File: src/logic/ipod_pkg.sv
`default_nettype none

package ipod_pkg;

  // ========================================
  // Data path widths
  // ========================================

  // One audio sample
  localparam int sample_w = 16;

  // Flash data word, two samples per word
  localparam int word_w = 32;

  // Flash word address
  localparam int addr_w = 23;

  // Sample index, low bit picks the half of the word
  localparam int index_w = addr_w + 1;

  // Half-period count of the sample tick
  localparam int period_w = 16;

  // ========================================
  // Keyboard commands (ASCII)
  // ========================================
  typedef enum logic [7:0] {
    key_play     = 8'h45,  // 'E'
    key_pause    = 8'h44,  // 'D'
    key_forward  = 8'h46,  // 'F'
    key_backward = 8'h42,  // 'B'
    key_restart  = 8'h52   // 'R'
  } key_cmd_t;

  // Flash read sequence
  typedef enum logic [1:0] {
    fetch_idle,
    fetch_request,
    fetch_wait_data,
    fetch_done
  } fetch_state_t;

endpackage

`default_nettype wire

File: src/logic/ipod_top.sv
`timescale 1ns/1ps
`default_nettype none

module ipod_top #(
  parameter int unsigned base_half_period = 11000,
  parameter int unsigned speed_step       = 100,
  parameter int unsigned min_half_period  = 1000,
  parameter int unsigned max_half_period  = 30000,
  parameter int unsigned last_sample      = 1048575
) (
  input  wire logic                          CLK_50M,
  input  wire logic                          reset,

  // Decoded keyboard command
  input  wire logic [7:0]                    key_code,
  input  wire logic                          key_valid,

  // Debounced speed buttons
  input  wire logic                          speed_up,
  input  wire logic                          speed_down,
  input  wire logic                          speed_reset,

  // Flash read port
  output logic                               flash_read,
  output logic [ipod_pkg::addr_w-1:0]        flash_address,
  input  wire logic                          flash_waitrequest,
  input  wire logic [ipod_pkg::word_w-1:0]   flash_readdata,
  input  wire logic                          flash_readdatavalid,

  // Audio out and status
  output logic [ipod_pkg::sample_w-1:0]      sample,
  output logic                               sample_valid,
  output logic                               playing,
  output logic                               reverse
);

  logic sample_tick;
  logic latch_sample;
  logic step_index;
  logic restart_index;

  // ========================================
  // Sample rate
  // ========================================
  rate_gen #(
    .base_half_period (base_half_period),
    .speed_step       (speed_step),
    .min_half_period  (min_half_period),
    .max_half_period  (max_half_period)
  ) rate_gen_inst (
    .CLK_50M     (CLK_50M),
    .reset       (reset),
    .speed_up    (speed_up),
    .speed_down  (speed_down),
    .speed_reset (speed_reset),
    .sample_tick (sample_tick)
  );

  // ========================================
  // Key commands and read sequencing
  // ========================================
  playback_ctrl playback_ctrl_inst (
    .CLK_50M             (CLK_50M),
    .reset               (reset),
    .key_code            (key_code),
    .key_valid           (key_valid),
    .sample_tick         (sample_tick),
    .flash_waitrequest   (flash_waitrequest),
    .flash_readdatavalid (flash_readdatavalid),
    .flash_read          (flash_read),
    .latch_sample        (latch_sample),
    .step_index          (step_index),
    .restart_index       (restart_index),
    .sample_valid        (sample_valid),
    .playing             (playing),
    .reverse             (reverse)
  );

  // ========================================
  // Index, address and sample select
  // ========================================
  sample_fetch #(
    .last_sample (last_sample)
  ) sample_fetch_inst (
    .CLK_50M        (CLK_50M),
    .reset          (reset),
    .latch_sample   (latch_sample),
    .step_index     (step_index),
    .restart_index  (restart_index),
    .reverse        (reverse),
    .flash_readdata (flash_readdata),
    .flash_address  (flash_address),
    .sample         (sample)
  );

endmodule

`default_nettype wire

File: src/logic/playback_ctrl.sv
`timescale 1ns/1ps
`default_nettype none

module playback_ctrl (
  input  wire logic       CLK_50M,
  input  wire logic       reset,

  input  wire logic [7:0] key_code,
  input  wire logic       key_valid,
  input  wire logic       sample_tick,

  input  wire logic       flash_waitrequest,
  input  wire logic       flash_readdatavalid,
  output logic            flash_read,

  // Strobes to the sample datapath
  output logic            latch_sample,
  output logic            step_index,
  output logic            restart_index,

  output logic            sample_valid,
  output logic            playing,
  output logic            reverse
);

  ipod_pkg::fetch_state_t state;
  ipod_pkg::fetch_state_t next_state;

  // ========================================
  // Keyboard command decode
  // ========================================
  always_ff @(posedge CLK_50M)
  begin
    if (reset)
    begin
      playing       <= 1'b0;
      reverse       <= 1'b0;
      restart_index <= 1'b0;
    end
    else
    begin
      restart_index <= 1'b0;
      if (key_valid)
      begin
        case (key_code)
          ipod_pkg::key_play:     playing       <= 1'b1;
          ipod_pkg::key_pause:    playing       <= 1'b0;
          ipod_pkg::key_forward:  reverse       <= 1'b0;
          ipod_pkg::key_backward: reverse       <= 1'b1;
          ipod_pkg::key_restart:  restart_index <= 1'b1;
          // Anything else is not a command
          default: ;
        endcase
      end
    end
  end

  // ========================================
  // Flash read sequence
  // ========================================

  // A started fetch always runs to the end, even after a pause
  always_comb
  begin
    next_state = state;
    case (state)
      ipod_pkg::fetch_idle:
      begin
        if (sample_tick && playing)
          next_state = ipod_pkg::fetch_request;
      end
      ipod_pkg::fetch_request:
      begin
        // Hold the read until the flash takes it
        if (!flash_waitrequest)
          next_state = ipod_pkg::fetch_wait_data;
      end
      ipod_pkg::fetch_wait_data:
      begin
        if (flash_readdatavalid)
          next_state = ipod_pkg::fetch_done;
      end
      ipod_pkg::fetch_done:
      begin
        next_state = ipod_pkg::fetch_idle;
      end
      default:
      begin
        next_state = ipod_pkg::fetch_idle;
      end
    endcase
  end

  always_ff @(posedge CLK_50M)
  begin
    if (reset)
      state <= ipod_pkg::fetch_idle;
    else
      state <= next_state;
  end

  assign flash_read   = (state == ipod_pkg::fetch_request);

  // Data word was captured in the cycle of readdatavalid
  assign latch_sample = (state == ipod_pkg::fetch_done);

  // Step and valid both trail the latch by one cycle
  always_ff @(posedge CLK_50M)
  begin
    if (reset)
    begin
      step_index   <= 1'b0;
      sample_valid <= 1'b0;
    end
    else
    begin
      step_index   <= latch_sample;
      sample_valid <= latch_sample;
    end
  end

endmodule

`default_nettype wire

File: src/logic/rate_gen.sv
`timescale 1ns/1ps
`default_nettype none

module rate_gen #(
  parameter int unsigned base_half_period = 11000,
  parameter int unsigned speed_step       = 100,
  parameter int unsigned min_half_period  = 1000,
  parameter int unsigned max_half_period  = 30000
) (
  input  wire logic CLK_50M,
  input  wire logic reset,
  input  wire logic speed_up,
  input  wire logic speed_down,
  input  wire logic speed_reset,
  output logic      sample_tick
);

  localparam logic [ipod_pkg::period_w-1:0] base_v =
    base_half_period[ipod_pkg::period_w-1:0];
  localparam logic [ipod_pkg::period_w-1:0] step_v =
    speed_step[ipod_pkg::period_w-1:0];
  localparam logic [ipod_pkg::period_w-1:0] min_v =
    min_half_period[ipod_pkg::period_w-1:0];
  localparam logic [ipod_pkg::period_w-1:0] max_v =
    max_half_period[ipod_pkg::period_w-1:0];

  logic [ipod_pkg::period_w-1:0] half_period;
  logic [ipod_pkg::period_w-1:0] next_half;

  // Counts a full period, so one bit wider than the half-period
  logic [ipod_pkg::period_w:0]   count;

  // ========================================
  // Speed register with clamping
  // ========================================
  always_comb
  begin
    next_half = half_period;
    if (speed_reset)
      next_half = base_v;
    else if (speed_up)
    begin
      // Shorter period means faster playback
      if ((half_period - min_v) < step_v)
        next_half = min_v;
      else
        next_half = half_period - step_v;
    end
    else if (speed_down)
    begin
      if ((max_v - half_period) < step_v)
        next_half = max_v;
      else
        next_half = half_period + step_v;
    end
  end

  // ========================================
  // Tick divider
  // ========================================
  always_ff @(posedge CLK_50M)
  begin
    if (reset)
    begin
      half_period <= base_v;
      count       <= {base_v, 1'b0} - 1'b1;
      sample_tick <= 1'b0;
    end
    else
    begin
      half_period <= next_half;
      sample_tick <= 1'b0;
      if (next_half != half_period)
        count <= {next_half, 1'b0} - 1'b1;
      else if (count == '0)
      begin
        count       <= {half_period, 1'b0} - 1'b1;
        sample_tick <= 1'b1;
      end
      else
        count <= count - 1'b1;
    end
  end

endmodule

`default_nettype wire

File: src/logic/sample_fetch.sv
`timescale 1ns/1ps
`default_nettype none

module sample_fetch #(
  parameter int unsigned last_sample = 1048575
) (
  input  wire logic                          CLK_50M,
  input  wire logic                          reset,

  input  wire logic                          latch_sample,
  input  wire logic                          step_index,
  input  wire logic                          restart_index,
  input  wire logic                          reverse,

  input  wire logic [ipod_pkg::word_w-1:0]   flash_readdata,
  output logic [ipod_pkg::addr_w-1:0]        flash_address,
  output logic [ipod_pkg::sample_w-1:0]      sample
);

  localparam logic [ipod_pkg::index_w-1:0] last_v =
    last_sample[ipod_pkg::index_w-1:0];

  logic [ipod_pkg::index_w-1:0] index;

  // Word seen on the flash bus one cycle ago
  logic [ipod_pkg::word_w-1:0]  word_q;

  // ========================================
  // Sample index
  // ========================================
  always_ff @(posedge CLK_50M)
  begin
    if (reset)
      index <= '0;
    else if (restart_index)
    begin
      // Start from whichever end matches the direction
      if (reverse)
        index <= last_v;
      else
        index <= '0;
    end
    else if (step_index)
    begin
      if (reverse)
      begin
        if (index == '0)
          index <= last_v;
        else
          index <= index - 1'b1;
      end
      else
      begin
        if (index == last_v)
          index <= '0;
        else
          index <= index + 1'b1;
      end
    end
  end

  // Two samples per flash word
  assign flash_address = index[ipod_pkg::index_w-1:1];

  // ========================================
  // Half select
  // ========================================
  always_ff @(posedge CLK_50M)
  begin
    word_q <= flash_readdata;
    if (latch_sample)
    begin
      // Odd index lives in the upper half
      if (index[0])
        sample <= word_q[ipod_pkg::word_w-1:ipod_pkg::sample_w];
      else
        sample <= word_q[ipod_pkg::sample_w-1:0];
    end
  end

endmodule

`default_nettype wire

File: config.mk
export PLATFORM = sky130hd
export DESIGN_NAME = ipod_top
export DESIGN_NICKNAME = d
export VERILOG_FILES = /design/src/logic/ipod_pkg.sv /design/src/logic/ipod_top.sv /design/src/logic/playback_ctrl.sv /design/src/logic/rate_gen.sv /design/src/logic/sample_fetch.sv
export SDC_FILE = /design/constraint.sdc
export NUM_CORES = 1
export LEC_CHECK = 0
export ABC_AREA = 1
export BUFFER_PORTS_ARGS = -buffer_cell sky130_fd_sc_hd__buf_2
export CORE_MARGIN = 4
export CORE_UTILIZATION = 25
export CTS_CLUSTER_SIZE = 14
export DETAILED_ROUTE_END_ITERATION = 7
export PLACE_DENSITY = 0.42
export SLEW_MARGIN = 0
export SYNTH_ARGS = -nofsm -noshare
export SYNTH_HDL_FRONTEND = slang
export SYNTH_SLANG_ARGS = --single-unit
export TNS_END_PERCENT = 20
File: constraint.sdc
create_clock -name CLK_50M -period 8.52 [get_ports CLK_50M]
set_input_delay 0.426 -clock CLK_50M [delete_from_list [all_inputs] [get_ports CLK_50M]]
set_output_delay 0.426 -clock CLK_50M [all_outputs]
set_load 0.1 [all_outputs]
* Word-level counts from Yosys, hierarchy flattened
Index checks and enable logic that the tools add are counted.
** Operators by class
- Add/sub/neg operators :: 9
- Equal/unequal tests :: 13
- Bitwise operators :: 1
- Reductions and logical operators :: 12
- Multiplexer cells :: 22
- $lt $le $gt $ge :: 2
** Operators with widths (number)
- 24-bit two-way mux :: 5
- 16-bit two-way mux :: 6
- 17-bit by 1-bit subtractor with 17-bit output (second input constant) :: 3
- 8-bit by 7-bit == test with 1-bit output (second input constant) :: 5
- 17-bit two-way mux :: 2
- 16-bit by 7-bit less-than comparator with 1-bit output (second input constant) :: 2
- 24-bit by 1-bit adder with 24-bit output (second input constant) :: 1
- 24-bit by 20-bit == test with 1-bit output (second input constant) :: 1
- 24-bit logical NOT :: 1
- 24-bit by 1-bit subtractor with 24-bit output (second input constant) :: 1
- 20-bit two-way mux :: 1
- 17-bit logical NOT :: 1
- 16-bit by 7-bit adder with 16-bit output (second input constant) :: 1
- 16-bit != test :: 1
- 15-bit by 16-bit subtractor with 16-bit output (first input constant) :: 1
- 16-bit by 10-bit subtractor with 16-bit output (second input constant) :: 1
- 16-bit by 7-bit subtractor with 16-bit output (second input constant) :: 1
- 2-bit case mux with 4 select lines :: 1
- 2-bit two-way mux :: 3
- 2-bit nonzero test :: 3
- 2-bit == test (second input constant) :: 2
- 2-bit != test (second input constant) :: 2
- 1-bit case mux with 2 select lines :: 2
- 2-bit AND reduction :: 2
- 8 further kinds :: 10
** Storage, ports and cells
- Flip-flop bits (word level) :: 112
- Output and inout port bits :: 43

* Logic depth before layout (Yosys ltp)
Gate-level depths: netlist (run 1).
- Word-level depth :: 8
- Mapped depth :: 27
- Mapped depth without buffers :: 27

* Hierarchy
From an unflattened synthesis (run 1), not the netlist that was laid out.
** Unflattened totals
- Cells, all modules :: 1365
- Area, all modules :: 8508.2 µm²
** By module, submodules not included
- rate_gen :: times used 1, cells an instance 737, area each 4170.2 µm²
- sample_fetch :: times used 1, cells an instance 578, area each 3985.1 µm²
- playback_ctrl :: times used 1, cells an instance 50, area each 352.8 µm²

* Worst setup path before layout (run 1)
OpenSTA, ideal clock, no wires.
- Path type :: register to register
- Start :: reg rate_gen_inst.half_period[3] (netlist name)
- End :: reg rate_gen_inst.count[9] (netlist name)
- Period minus slack after synthesis :: 2.914 ns
- Path buffers :: 1
- Arrival :: 2.802 ns
- Cell stages (with the launch flop) :: 24
- Path slack :: 5.606 ns
- Path through :: dfxtp_1 > inv_1 > ha_1 > nor2_2 > nand2_1 > nand3_1 > xor2_1 > nand4_1 > nand2_2 > inv_2 > buf_6 > nand2_2 > inv_1 > nand2_1 > ha_1 > nand2_1 > nor2_1 > nand3_1 > nand2_1 > nand2_1 > inv_1 > nand2_1 > nand2_1 > nor2_1
** On the way
- Cells in the longest elaborated chain, start to end :: 8
** Ends and longest elaborated chain
- from (decl) :: line rate_gen.sv:27 : logic [ipod_pkg::period_w-1:0] half_period;
- from (signal assigned) :: line rate_gen.sv:65 : half_period <= base_v;
- from (signal assigned) :: line rate_gen.sv:71 : half_period <= next_half;
- 15-bit by 16-bit subtractor with 16-bit output :: line rate_gen.sv:51 : if ((max_v - half_period) < step_v)
- 16-bit by 7-bit less-than comparator with 1-bit output :: line rate_gen.sv:51
- 16-bit two-way mux :: line rate_gen.sv:51
- 16-bit two-way mux :: line rate_gen.sv:49 : else if (speed_down)
- 16-bit two-way mux :: line rate_gen.sv:41 : else if (speed_up)
- 16-bit two-way mux :: line rate_gen.sv:39 : if (speed_reset)
- 17-bit by 1-bit subtractor with 17-bit output / 16-bit != test (equally long branches) :: line rate_gen.sv:74, rate_gen.sv:73
- 17-bit two-way mux * :: line rate_gen.sv:73 : if (next_half != half_period)
- to (signal assigned) :: line rate_gen.sv:74 : count <= {next_half, 1'b0} - 1'b1;
- to (signal assigned) :: line rate_gen.sv:77 : count <= {half_period, 1'b0} - 1'b1;
- to (signal assigned) :: line rate_gen.sv:81 : count <= count - 1'b1;
- to (decl) :: line rate_gen.sv:31 : logic [ipod_pkg::period_w:0] count;
Every way passes the cells marked *; elsewhere a longest branch is shown, timed or not.
A chain may end at the register's enable or synchronous reset.

* Final worst setup path (run 1)
- Start :: reg rate_gen_inst.half_period[2] (netlist name)
- End :: reg rate_gen_inst.count[9] (netlist name)
The elaborated chain is that of the path after synthesis.

==> run_results.csv, run 1 <==
group,metric,value,unit
clocking,postCtsSetupBuffers,0,
setup_path,reg2reg_from,"rate_gen_inst.half_period[2]",
synth,ys_types,54,
setup_path,startpoint_type,"register",
synth,syn_nets,1338,
setup_path,slowest_delay,0.54,ns
setup_path,required,8.78,ns
cells_and_area,drive_above_1_share,0.1200,
power,clock_power_share,0.279,
clocking,hold_buffers,0,
floorplan,io_pins,91,
detailed_routing,drtIter0Drc,618,
synth,syn_area,8142,um2
synth,ys_ff_latch,112,
floorplan,chipHeight,188.5,um
synth,ys_warn_count,0,
global_routing,grt_max_degree,32,
detailed_routing,vias,8043,
global_routing,grt-ovfl-total,0,
floorplan,die_x,188.5,um
timing,tightest_slew,0.9817,ns
detailed_routing,avgRoutedWirePerCell,15.32,um
detailed_routing,ant_nets,0,
power,internal-power,0.0009011,W
global_routing,grtUsageTotal,0.1490,
clocking,h-tree-depth,3,
synth,yosysTopAreaCellShare,0.2361,
place,placed_area,8738,um2
power,switching_power,0.0006195,W
setup_path,crit_type,"reg2reg",
synth,synthMostInstantiatedCell,"nand2_1",
synth,synth_flop_cell,"dfxtp_1",
setup_path,endpoint_kind,"register",
cells_and_area,final_cell_area,9024,um2
timing,fin_crit_sh,0.4313,
setup_path,cp.arrival,3.93,ns
timing,rsz0062_at_grt,"false",
synth,synth.avg_cell_area,6.401,um2
synth,netlist_top_cells_count,"340 x nand2_1, 149 x inv_1, 139 x nor2_1",
global_routing,grt_pass1_wl,43000,um
clocking,clk_pin_slew_worst_paths,0.08,ns
floorplan,start_util,0.2554,
detailed_routing,routed_wl,26710,um
setup_path,slowest_stage,"dfxtp_1",
detailed_routing,firstDrtPassIters,5,
timing,relSlewSlack,0.3448,
cells_and_area,antenna_cells,0,
synth,async_reset_ff_frac,0,
clocking,clkLatencyLatePin,0.36,ns
hold_path,hp-class,"in2reg",
clocking,cts_tree,"yes",
clocking,clockBufferDepth,2,
synth,synthTopCellsByArea,"dfxtp_1 24%, nand2_1 16%, inv_1 6.9%, nor2_1 6.4%, nand3_1 6.3%",
setup_path,crit_end,"rate_gen_inst.count[9]",
setup_path,rr_worst_depth,25,
place,port-buffer-count,90,
floorplan,dieArea,35520,um2
synth,ys_seq_area_frac,0.2951,
floorplan,core-area,31880,um2
synth,netlist_instances,1272,
timing,worst_clock_skew,0.01144,ns
synth,synth_edf_count,16,
timing,slew_violations,0,
place,place_congestion,0.8783,
timing,setup_tns,0,ns
detailed_routing,drc,0,
global_routing,grt_pass1_vias,7663,
timing,period_needed,3.675,ns
global_routing,grt_antenna_before_repair,0,
outcome,status,"completed",
clocking,cts_sinks,112,
setup_path,timing.critical_path.from,"rate_gen_inst.half_period[2]",
timing,finalSetupViolCount,0,
synth,yosys.area.top_type,"dfxtp_1",
place,post-dp-hpwl,20490,um
power,combinationalPowerShare,0.323,
floorplan,row_count,65,
clocking,cts_resized,0,
clocking,cts_buffers,9,
setup_path,r2r_slack,4.84,ns
cells_and_area,fillers,3665,
power,p_seq_frac,0.398,
flow_run,cap_viol_max_count,0,
power,ir_drop,98.37,uV
timing,clock.fmax,0.2721,GHz
power,power_density,168.5,nW/um2
setup_path,crit_fanout,9,
cells_and_area,multi_input_area,4682,um2
cells_and_area,area_growth,10.83,%
setup_path,crit_top_cell,"nand2_1",
timing,finalHoldViolCount,0,
power,p_sw_frac,0.4074,
clocking,clock-root-buffer,"clkbuf_16",
detailed_routing,vias_per_cell,4.614,
cells_and_area,seq_area,2402,um2
power,leakagePower,4.174,nW
cells_and_area,finalNetCount,1369,
setup_path,r2r-end,"rate_gen_inst.count[9]",
state kept, by name, summed over array words and instances, names as in the netlist:
signal,flops
rate_gen_inst.sample_tick,1
sample_fetch_inst.word_q,32
sample_fetch_inst.sample,16
rate_gen_inst.count,17
playback_ctrl_inst.reverse,1
playback_ctrl_inst.state,2
rate_gen_inst.half_period,16
playback_ctrl_inst.restart_index,1
playback_ctrl_inst.playing,1
sample_fetch_inst.index,24
playback_ctrl_inst.step_index,1
metrics by stage:
step | std cells | setup WS, ns | total power, W | utilization | hold slack [ns]
final | 1743 | 4.845 | 0.001521 | 0.2830 | 0.1653
after global routing | 1743 | 4.456 | 0.001620 | 0.2830 | 0.1392
after CTS | 1743 | 4.875 | 0.001543 | 0.2830 | 0.1427
after detailed placement | 1727 | 4.929 | 0.001110 | 0.2741 | 0.4084
after global placement | 1727 | 4.923 | 0.001115 | 0.2741 | 0.4078
after floorplan | 1272 | 5.606 | 0.0009963 | - | 0.3914
worst min-delay path by stage:
stage | from | to | slack (ns) | cells past startpoint
2_1_floorplan | rate_gen_inst.count[0] | rate_gen_inst.count[0] | 0.39 | 1
3_3_place_gp | rate_gen_inst.count[0] | rate_gen_inst.count[0] | 0.41 | 1
3_5_place_dp | rate_gen_inst.count[0] | rate_gen_inst.count[0] | 0.41 | 1
4_1_cts | flash_readdata[29] | sample_fetch_inst.word_q[29] | 0.14 | 1
5_1_grt | flash_readdata[31] | sample_fetch_inst.word_q[31] | 0.14 | 1
6_report | flash_readdata[10] | sample_fetch_inst.word_q[10] | 0.17 | 1
kinds of logic (layout without fill, tap and decap cells):
logic type | count (synthesis) | after routing | share of synthesized area
and+or+nand+nor | 689 | 689 | 0.3696
buffers and inverters | 238 | 274 | 0.1299
AOI/OAI and AO/OA | 160 | 160 | 0.1180
DFF | 112 | 112 | 0.2951
xor gates and xnor gates | 53 | 53 | 0.05701
adders and majority gates | 18 | 18 | 0.02766
muxes | 2 | 2 | 0.002766
cell usage in the layout (no fill, tap or decap), types with 33 or more instances in the layout:
cell type  instances
o21ai_0           62
nand2_1          340
buf_2             90
nand3_1          103
dfxtp_1           96
xor2_1            41
inv_1            149
nor2_1           139
a21oi_1           38
nor3_1            33
power by group through the flow:
stage / sequential [W] / clock [W] / combinational [W]
detailed placement: 0.000619 / 0 / 0.000491
global route: 0.000612 / 0.000463 / 0.000545
CTS: 0.000606 / 0.000443 / 0.000493
finish: 0.000606 / 0.000424 / 0.000491
global placement: 0.000619 / 0 / 0.000495
floorplan: 0.000638 / 0 / 0.000358
worst max-delay path, delay by kind of cell, from the launching register on:
kind / cells / cell delay, ns
and+or+nand+nor: 20 / 2.30
DFF: 1 / 0.54
adders and majority gates: 2 / 0.45
buffers and inverters: 3 / 0.30
metal layers:
metal,vias to the layer above,track usage,part of all wire
met5,-,0,0
met3,27,0.02130,0.033
met2,151,0.2500,0.48
li1,4157,-,-
met4,0,0.03896,0.017
met1,3708,0.2015,0.47
final cells by class:
class,instances,share of cell area
Inverter,162,0.06808
Sequential cell,112,0.2662
Timing Repair Buffer,96,0.05491
Clock buffer,10,0.02537
Tap cell,435,0.06032
Clock inverter,6,0.006240
Multi-Input combinational cell,922,0.5189
Power figures use the tool's default switching activity.
==> run 2, diff against run 1 <==
--- a/config.mk
+++ b/config.mk
@@ -5,13 +5,13 @@
 export SDC_FILE = /design/constraint.sdc
 export NUM_CORES = 1
 export LEC_CHECK = 0
-export ABC_AREA = 1
+export ABC_AREA = 0
 export BUFFER_PORTS_ARGS = -buffer_cell sky130_fd_sc_hd__buf_2
 export CORE_MARGIN = 4
 export CORE_UTILIZATION = 25
 export CTS_CLUSTER_SIZE = 14
 export DETAILED_ROUTE_END_ITERATION = 7
-export PLACE_DENSITY = 0.42
+export PLACE_DENSITY = 0.43
 export SLEW_MARGIN = 0
 export SYNTH_ARGS = -nofsm -noshare
 export SYNTH_HDL_FRONTEND = slang
==> constraint.sdc (replaced) <==
create_clock -name CLK_50M -period 3.3 [get_ports CLK_50M]
set_input_delay 0.165 -clock CLK_50M [delete_from_list [all_inputs] [get_ports CLK_50M]]
set_output_delay 0.165 -clock CLK_50M [all_outputs]
set_load 0.1 [all_outputs]
==> run 2 against run 1 <==
The flow now finishes with violations (negative setup slack). Wire length is 3.0% lower. Clock skew up 0.0037 ns. Synthesized cell count down 27%. Power grew 120%. Worst hold slack got worse by 0.13 ns. Via count fell by 6.1%. Final area up 11%. First-iteration DRC count is 9.7% lower. Clock power grew to 2.8 times the previous value. Critical endpoint is now rate_gen_inst.count[14]. Largest power group unchanged.
==> run_results.csv, run 2 <==
group,metric,value,unit
clocking,clockBufferDepth,2,
global_routing,grt_pass1_vias,7427,
detailed_routing,drtIter0Drc,558,
detailed_routing,vias,7553,
floorplan,die_x,181.2,um
synth,ys_ff_latch,112,
synth,synth.avg_cell_area,8.129,um2
power,combinationalPowerShare,0.198,
place,place_congestion,0.8901,
detailed_routing,firstDrtPassIters,5,
setup_path,crit_buf_inv,3,
detailed_routing,wl_met2,12060,um
detailed_routing,highest_layer,"met4",
synth,synthMostInstantiatedCell,"dfxtp_1",
power,switching_power,0.001042,W
synth,yosys.area.top_type,"dfxtp_1",
clocking,h-tree-depth,3,
detailed_routing,met3_length,1198,um
clocking,cts_tree,"yes",
timing,rsz0062_at_grt,"true",
place,post-dp-hpwl,19550,um
place,port-buffer-count,90,
setup_path,required,3.55,ns
power,ir_drop,268.3,uV
timing,slew_violations,0,
cells_and_area,final_cell_area,10030,um2
cells_and_area,top_regs,"sample_fetch_inst.word_q x32, sample_fetch_inst.index x24, rate_gen_inst.count x17",
hold_path,whs_endpoint,"playback_ctrl_inst.restart_index",
global_routing,grtUsageTotal,0.1527,
timing,fin_crit_sh,1.145,
synth,async_reset_ff_frac,0,
setup_path,slowest_stage,"or4b_4",
setup_path,crit_type,"reg2reg",
synth,syn_nets,989,
synth,synthTopCellsByArea,"dfxtp_1 26%, edfxtp_1 6.4%, xnor2_1 5.8%, nor2_1 3.9%, nand2_1 3.8%",
detailed_routing,drc,0,
cells_and_area,largest_reg_flops,32,
setup_path,r2r-end,"rate_gen_inst.count[14]",
detailed_routing,ant_nets,0,
timing,worst_clock_skew,0.01516,ns
detailed_routing,routed_wl,25920,um
flow_run,cap_viol_max_count,0,
timing,relSlewSlack,0.4502,
clocking,clkLatencyLatePin,0.36,ns
synth,ys_types,85,
floorplan,start_util,0.2532,
synth,netlist_top_cells_count,"96 x dfxtp_1, 78 x nor2_1, 75 x nand2_1",
power,p_sw_frac,0.3136,
synth,yosysTopAreaCellShare,0.2561,
synth,syn_area,7503,um2
setup_path,cp.arrival,4.03,ns
cells_and_area,largest_register,"sample_fetch_inst.word_q",
power,internal-power,0.002281,W
hold_path,hp-class,"in2reg",
synth,synth_edf_count,16,
outcome,violations,"negative setup slack",
global_routing,grt_max_degree,36,
global_routing,grt-ovfl-total,0,
hold_path,whs_path_depth,2,
cells_and_area,fin_util,0.3384,
synth,synth_flop_cell,"dfxtp_1",
synth,ys_warn_count,0,
setup_path,crit_fanout,5,
timing,clock.fmax,0.2646,GHz
clocking,cts_buffers,9,
setup_path,path_cells,"inv_4 -> ha_4 -> or4b_4 -> a2111oi_4 -> nor3_2 -> nor4_4 -> nand3_2 -> buf_4 -> o211ai_2 -> or4b_4 -> nor2_1 -> buf_4 -> nand4_1 -> a311o_1",
outcome,status,"finished, violations left",
setup_path,crit_family,"simple AND/OR/NAND/NOR gates",
setup_path,r2r_slack,-0.48,ns
setup_path,reg2reg_from,"rate_gen_inst.half_period[3]",
power,p_seq_frac,0.440,
synth,ys_seq_area_frac,0.3202,
floorplan,row_count,63,
timing,period_needed,3.779,ns
setup_path,startpoint_type,"register",
cells_and_area,drive_above_1_share,0.2989,
floorplan,io_pins,91,
timing,setup_ws,-0.4792,ns
floorplan,dieArea,32850,um2
setup_path,endpoint_kind,"register",
timing,finalSetupViolCount,18,
clocking,cts_sinks,112,
setup_path,slowest_delay,0.53,ns
place,placed_area,9173,um2
global_routing,grt_pass1_wl,41070,um
floorplan,core-area,29640,um2
timing,finalHoldViolCount,0,
timing,tightest_slew,0.8247,ns
cells_and_area,layout_common_cells,"158 x buf_4, 93 x dfxtp_1, 90 x buf_2, 78 x nor2_1, 75 x nand2_1",
detailed_routing,avgRoutedWirePerCell,17.04,um
detailed_routing,vias_per_cell,4.966,
clocking,clk_pin_slew_worst_paths,0.09,ns
hold_path,min_from,"key_code[2]",
setup_path,rr_worst_depth,14,
cells_and_area,area_growth,33.67,%
cells_and_area,mostFrequentLayoutCell,"buf_4",
detailed_routing,wl_met1,12030,um
power,clock_power_share,0.362,
synth,netlist_instances,923,
clocking,clock-root-buffer,"clkbuf_16",
power,power_density,331.3,nW/um2
global_routing,grt_antenna_before_repair,0,
floorplan,chipHeight,181.2,um
cells_and_area,finalNetCount,1192,
power,leakagePower,3.931,nW
cells_and_area,antenna_cells,0,
-- run 2: what timing repair did --
| item | CTS | global route |
|---|---|---|
| setup endpoints to repair | 18 | 20 |
| buffers inserted | 3 | 2 |
| hold buffers | 32 | 0 |
| pin swaps | 11 | 5 |
| hold endpoints to repair | 32 | 0 |
| resized for setup | 26 | 16 |
-- run 2: layer usage --
metal	global-route usage	vias to the layer above
li1	-	3762
met1	0.2063	3548
met2	0.2554	210
met3	0.02194	33
met4	0.04143	0
met5	0	-
-- run 2: cells by family after synthesis --
family | after synthesis | synth area share
DFF | 112 | 0.3202
xor gates and xnor gates | 67 | 0.07821
adders and majority gates | 19 | 0.03135
muxes | 25 | 0.03635
AOI/OAI and AO/OA | 232 | 0.2169
and+or+nand+nor | 348 | 0.2425
buffers and inverters | 120 | 0.07454
-- run 2: worst register-to-register path, stage by stage, from the launching register on --
cell and delay [ns]:
dfxtp_4 0.37, inv_4 0.08, ha_4 0.12, or4b_4 0.51, a2111oi_4 0.35, nor3_2 0.11
nor4_4 0.36, nand3_2 0.18, buf_4 0.20, o211ai_2 0.17, or4b_4 0.53, nor2_1 0.12
buf_4 0.16, nand4_1 0.10, a311o_1 0.32
-- run 2: worst max-delay path by stage --
stage	to	cells past startpoint	slack, ns	startpoint
after floorplan	rate_gen_inst.count[0]	13	-0.57	rate_gen_inst.half_period[3]
after global placement	rate_gen_inst.count[16]	14	-0.58	rate_gen_inst.half_period[2]
after detailed placement	rate_gen_inst.count[16]	14	-0.61	rate_gen_inst.half_period[2]
after CTS	rate_gen_inst.count[14]	14	-0.45	rate_gen_inst.half_period[3]
after global routing	rate_gen_inst.count[10]	13	-0.64	rate_gen_inst.half_period[3]
final	rate_gen_inst.count[14]	14	-0.48	rate_gen_inst.half_period[3]
-- run 2: cell type report --
cell class	instances	area [um2]
Tap cell	390	488.0
Fill cell	3172	19610
Sequential cell	112	2409
Multi-Input combinational cell	691	4701
Inverter	29	111.4
Clock buffer	9	225.2
Timing Repair Buffer	283	1999
Clock inverter	7	96.34
-- run 2: power groups by stage --
stage,Clock (W),Combinational [W],Sequential [W]
after global routing,0.00130,0.000716,0.00147
after global placement,0,0.000602,0.00149
after floorplan,0,0.000368,0.00149
after CTS,0.00125,0.000648,0.00146
final,0.00120,0.000657,0.00146
after detailed placement,0,0.000598,0.00149
-- run 2: per-stage QoR --
| stage | worst slack (ns) | TNS [ns] | cells | power, W | hold WS (ns) |
|---|---|---|---|---|---|
| CTS | -0.4529 | -7.182 | 1519 | 0.003357 | 0.01582 |
| global placement | -0.5840 | -9.891 | 1468 | 0.002095 | 0.2681 |
| finish | -0.4792 | -7.242 | 1521 | 0.003323 | 0.03612 |
| floorplan | -0.5713 | -8.668 | 923 | 0.001862 | 0.1927 |
| global route | -0.6395 | -9.929 | 1521 | 0.003485 | 0.02186 |
| detailed placement | -0.6055 | -9.903 | 1468 | 0.002092 | 0.2686 |
